## config.mk

```make
export PLATFORM = sky130hd
export DESIGN_NAME = mem_req_delay
export DESIGN_NICKNAME = d
export VERILOG_FILES = /design/src/hw/mem_req_delay.sv
export SDC_FILE = /design/constraint.sdc
export NUM_CORES = 1
export LEC_CHECK = 0
export BUFFER_PORTS_ARGS = -buffer_cell sky130_fd_sc_hd__buf_2
export CORE_MARGIN = 2
export CORE_UTILIZATION = 50
export DETAILED_ROUTE_END_ITERATION = 8
export GPL_TIMING_DRIVEN = 0
export PLACE_DENSITY_LB_ADDON = 0.25
export SLEW_MARGIN = 10
export SYNTH_ARGS = -nofsm -noshare
export SYNTH_HDL_FRONTEND = slang
export SYNTH_SLANG_ARGS = --single-unit
```

## constraint.sdc

```tcl
create_clock -name clk -period 1.35 [get_ports clk]
set_input_delay 0.135 -clock clk [delete_from_list [all_inputs] [get_ports clk]]
set_output_delay 0.135 -clock clk [all_outputs]
set_load 0.01 [all_outputs]
```

## src/hw/mem_req_delay.sv

```systemverilog
`default_nettype none

module mem_req_delay #(
    parameter int DEPTH = 4,
    parameter int WIDTH = 32
) (
    input  wire              clk,
    input  wire              i_rst_n,
    input  wire              i_valid,
    input  wire  [WIDTH-1:0] i_payload,
    output logic             o_valid,
    output logic [WIDTH-1:0] o_payload
);

    // Stage DEPTH-1 is the entry, stage 0 is the head
    logic             valid_q   [DEPTH];
    logic [WIDTH-1:0] payload_q [DEPTH];

    // Valid bits shift toward the head and clear on reset
    always_ff @(posedge clk) begin
        if (!i_rst_n) begin
            for (int s = 0; s < DEPTH; s++) begin
                valid_q[s] <= 1'b0;
            end
        end else begin
            for (int s = 0; s < DEPTH - 1; s++) begin
                valid_q[s] <= valid_q[s+1];
            end
            valid_q[DEPTH-1] <= i_valid;
        end
    end

    // Payload travels alongside its valid bit
    // A stage whose valid is low just carries stale data
    always_ff @(posedge clk) begin
        for (int s = 0; s < DEPTH - 1; s++) begin
            payload_q[s] <= payload_q[s+1];
        end
        payload_q[DEPTH-1] <= i_payload;
    end

    assign o_valid   = valid_q[0];
    assign o_payload = payload_q[0];

endmodule

`default_nettype wire

```

### Word-level counts from Yosys, hierarchy flattened

Memory sizes are Yosys's and may differ from the RTL's.
Cells that the tools add are included.

* register bits after elaboration: 0
* RAM bits: 132
* bits of input ports: 35
* output and inout bits: 33
* logic and storage cells: 12
* memories: 2

Memories
* payload_q: depth 4, bits a word 32, rd ports 4, clocked after memory_dff 0, write ports 4, line 17 `logic [WIDTH-1:0] payload_q [DEPTH];`
* valid_q: depth 4, bits a word 1, rd ports 4, clocked after memory_dff 0, write ports 4, line 16 `logic valid_q [DEPTH];`

* muxes and demuxes: 6
* bitwise logic cells: 4

Operators with widths (count)
* $mux W1: 6
* $or A1 B1 Y1: 4

### Depth between registers and ports, before layout

* depth in word-level cells: 2
* depth in mapped cells: 1
* depth with buffers taken out: 1

### Worst setup path before layout

No wires, ideal clock.

* kind: register to register
* start point: mem valid_q[1]
* end point: mem valid_q[0]
* library setup time: 0.115 ns
* arrival: 0.401 ns
* required time: 1.235 ns
* setup slack: 0.834 ns
* cell stages (with the launch flop): 2
* period minus slack after synthesis: 0.516 ns
* path through: dfxtp_1 -> and2_1

RTL lines (line)
* from (decl): 16

==> impl_metrics.tcl <==
set metrics [dict create \
    path_class "input pin to register" \
    fin_crit_ns 1.11 \
    antenna_left 0 \
    first_iter_violations 44 \
    die_x_um 77.0 \
    grt_use_met1 0.126 \
    post_drt_wl_per_cell_um 11.2 \
    gr-usage-met3 0.111 \
    syn-num-nets 171 \
    cts_hold_buffers 35 \
    ios 68 \
    yosysMostFrequentCell "dfxtp_1" \
    fin_crit_sh 0.822 \
    arrival_ns 1.48 \
    synth_largest_area_cell "dfxtp_1" \
    post-dp-hpwl_mm 2.01 \
    synth.area.top_cells "dfxtp_1 (99%), and2_1 (0.94%)" \
    status "complete, no violations" \
    setup_ws_ns 0.241 \
    maxCapViolCount 0 \
    ys_seq_area_frac 0.991 \
    worstRegToRegCells 1 \
    end_kind "register" \
    rows 26 \
    syn_inst 136 \
    yosysWarnings 0 \
    initial_core_util 0.519 \
    critPathRequiredTime_ns 1.72 \
    place.gp.congestion 0.590 \
    synth-main-ff-cell "dfxtp_1" \
    clock_latency_ns 0.49 \
    fin_worst_skew_ns 0.00653 \
    p_leak_nw 1.83 \
    grt_pass1_wl_mm 6.14 \
    fin_cells 340 \
    clkSlewWorstSetupHoldPaths_ns 0.05 \
    core_area_um2 5140 \
    slew_headroom 0.817 \
    synth.distinct_cells 2 \
    track_usage 0.149 \
    hold-path-endpoint "payload_q[3][20]" \
    synth-async-reset-ratio 0 \
    critPathLaunchType "input pin" \
    whs_ns 0.272 \
    antenna_cells 0 \
    hp-class "input pin to register" \
    avgSynthCellArea_um2 19.6 \
    holdPathStages 2 \
    wl_mm 3.82 \
    ys_ff_latch 132 \
    fin_util 0.787 \
    slew_violations 0 \
    dr.pass1.iters 3 \
    drc 0 \
    vias 1296 \
    setup-violations-final 0 \
    cts_tree "done" \
    fmax_mhz 901 \
    syn2layout_area_growth_pct 51.5 \
    grt_pass1_vias 1412 \
    r2r_setup_slack_ns 0.79 \
    die_area_um2 5940 \
    place_ws_ns 0.786 \
    cts.sink_count 132 \
    overflow 0 \
    rsz0062_at_grt "false" \
    htree_levels 4 \
    peakVddDrop_v 0.00133 \
    cts-root-buf "clkbuf_8" \
    synthTopCellsByCount "dfxtp_1 (132), and2_1 (4)" \
    synth_area_um2 2670 \
    clock_path_buffers 2 \
    synth_enable_flop_cells 0 \
    use_met2 0.258 \
    portBuffers 67 \
    cts_resized 0 \
    power_per_cell_area_nw_per_um2 2180 \
    worst-path-max-fanout 4 \
    dp.cells 273 \
    grt_max_degree 17 \
    hold_viol_final 0 \
    total_power_mw 8.83 \
    min_from "i_payload[20]" \
    cts_setup_buffers 0 \
    cts_made_buffers 17 \
    die_h_um 77.0 \
    fin_nets 292 \
    place_area_um2 3090 \
    layout-drive-gt1-share 0.359 \
    worstMarginPinSlew_ns 0.274 \
    antenna_found_initial 0 \
    grt.busiest_layer "met2" \
    r2r-end "valid_q[0]" \
    viasPerCell 3.81 \
    tns_ns 0 \
    fin_area_um2 4040 \
    r2r_start "valid_q[1]" \
    yosysTopAreaCellShare 0.991 \
]
==> cells in the final DEF (no fill, tap or decap) <==
cell type	netlist	layout
and2_1	4	4
buf_2	0	67
bufinv_16	0	3
clkbuf_1	0	2
clkbuf_16	0	16
clkbuf_8	0	5
clkinv_2	0	4
clkinvlp_4	0	2
dfxtp_1	132	132
dlygate4sd3_1	0	35
==> worst max-delay path, cell delays in order <==
cell and delay, ns:
dlygate4sd3_1 0.53, buf_2 0.13, and2_1 0.12, dlygate4sd3_1 0.56
==> cell families after synthesis <==
group,Yosys count,share of synthesized area
flip-flops,132,0.991
AND/OR/NAND/NOR,4,0.00938
==> registers in the layout (all words and copies together), names as in the netlist <==
signal and cells:
payload_q 128, valid_q 4
==> report_power, final <==
part / total [mW] / switching (mW) / leakage [nW] / internal, mW
clock network: 4.47 / 1.47 / 0.294 / 2.99
registers: 4.15 / 0.0470 / 1.11 / 4.11
logic: 0.206 / 0.0716 / 0.424 / 0.135
==> per-layer routing <==
metal  vias to the layer above  wire, um
met1                       574      1340
li1                        663         -
met2                        54      2120
met4                         0        41
met3                         5       324
met5                         -         0
==> area by class of cell <==
class / count / area, um2
Fill cell: 302 / 1100
Clock inverter: 9 / 125
Timing Repair Buffer: 102 / 686
Tap cell: 70 / 87.6
Clock buffer: 23 / 477
Sequential cell: 132 / 2640
Multi-Input combinational cell: 4 / 25.0
==> worst max-delay path by stage <==
stage | start | to | slack, ns
6_report | i_rst_n | valid_q[3] | 0.24
4_1_cts | payload_q[0][19] | o_payload[19] | 0.24
3_5_place_dp | payload_q[0][12] | o_payload[12] | 0.79
5_1_grt | payload_q[0][19] | o_payload[19] | 0.21
3_3_place_gp | payload_q[0][6] | o_payload[6] | 0.80
2_1_floorplan | valid_q[1] | valid_q[0] | 0.83
Power figures use the tool's default switching activity.
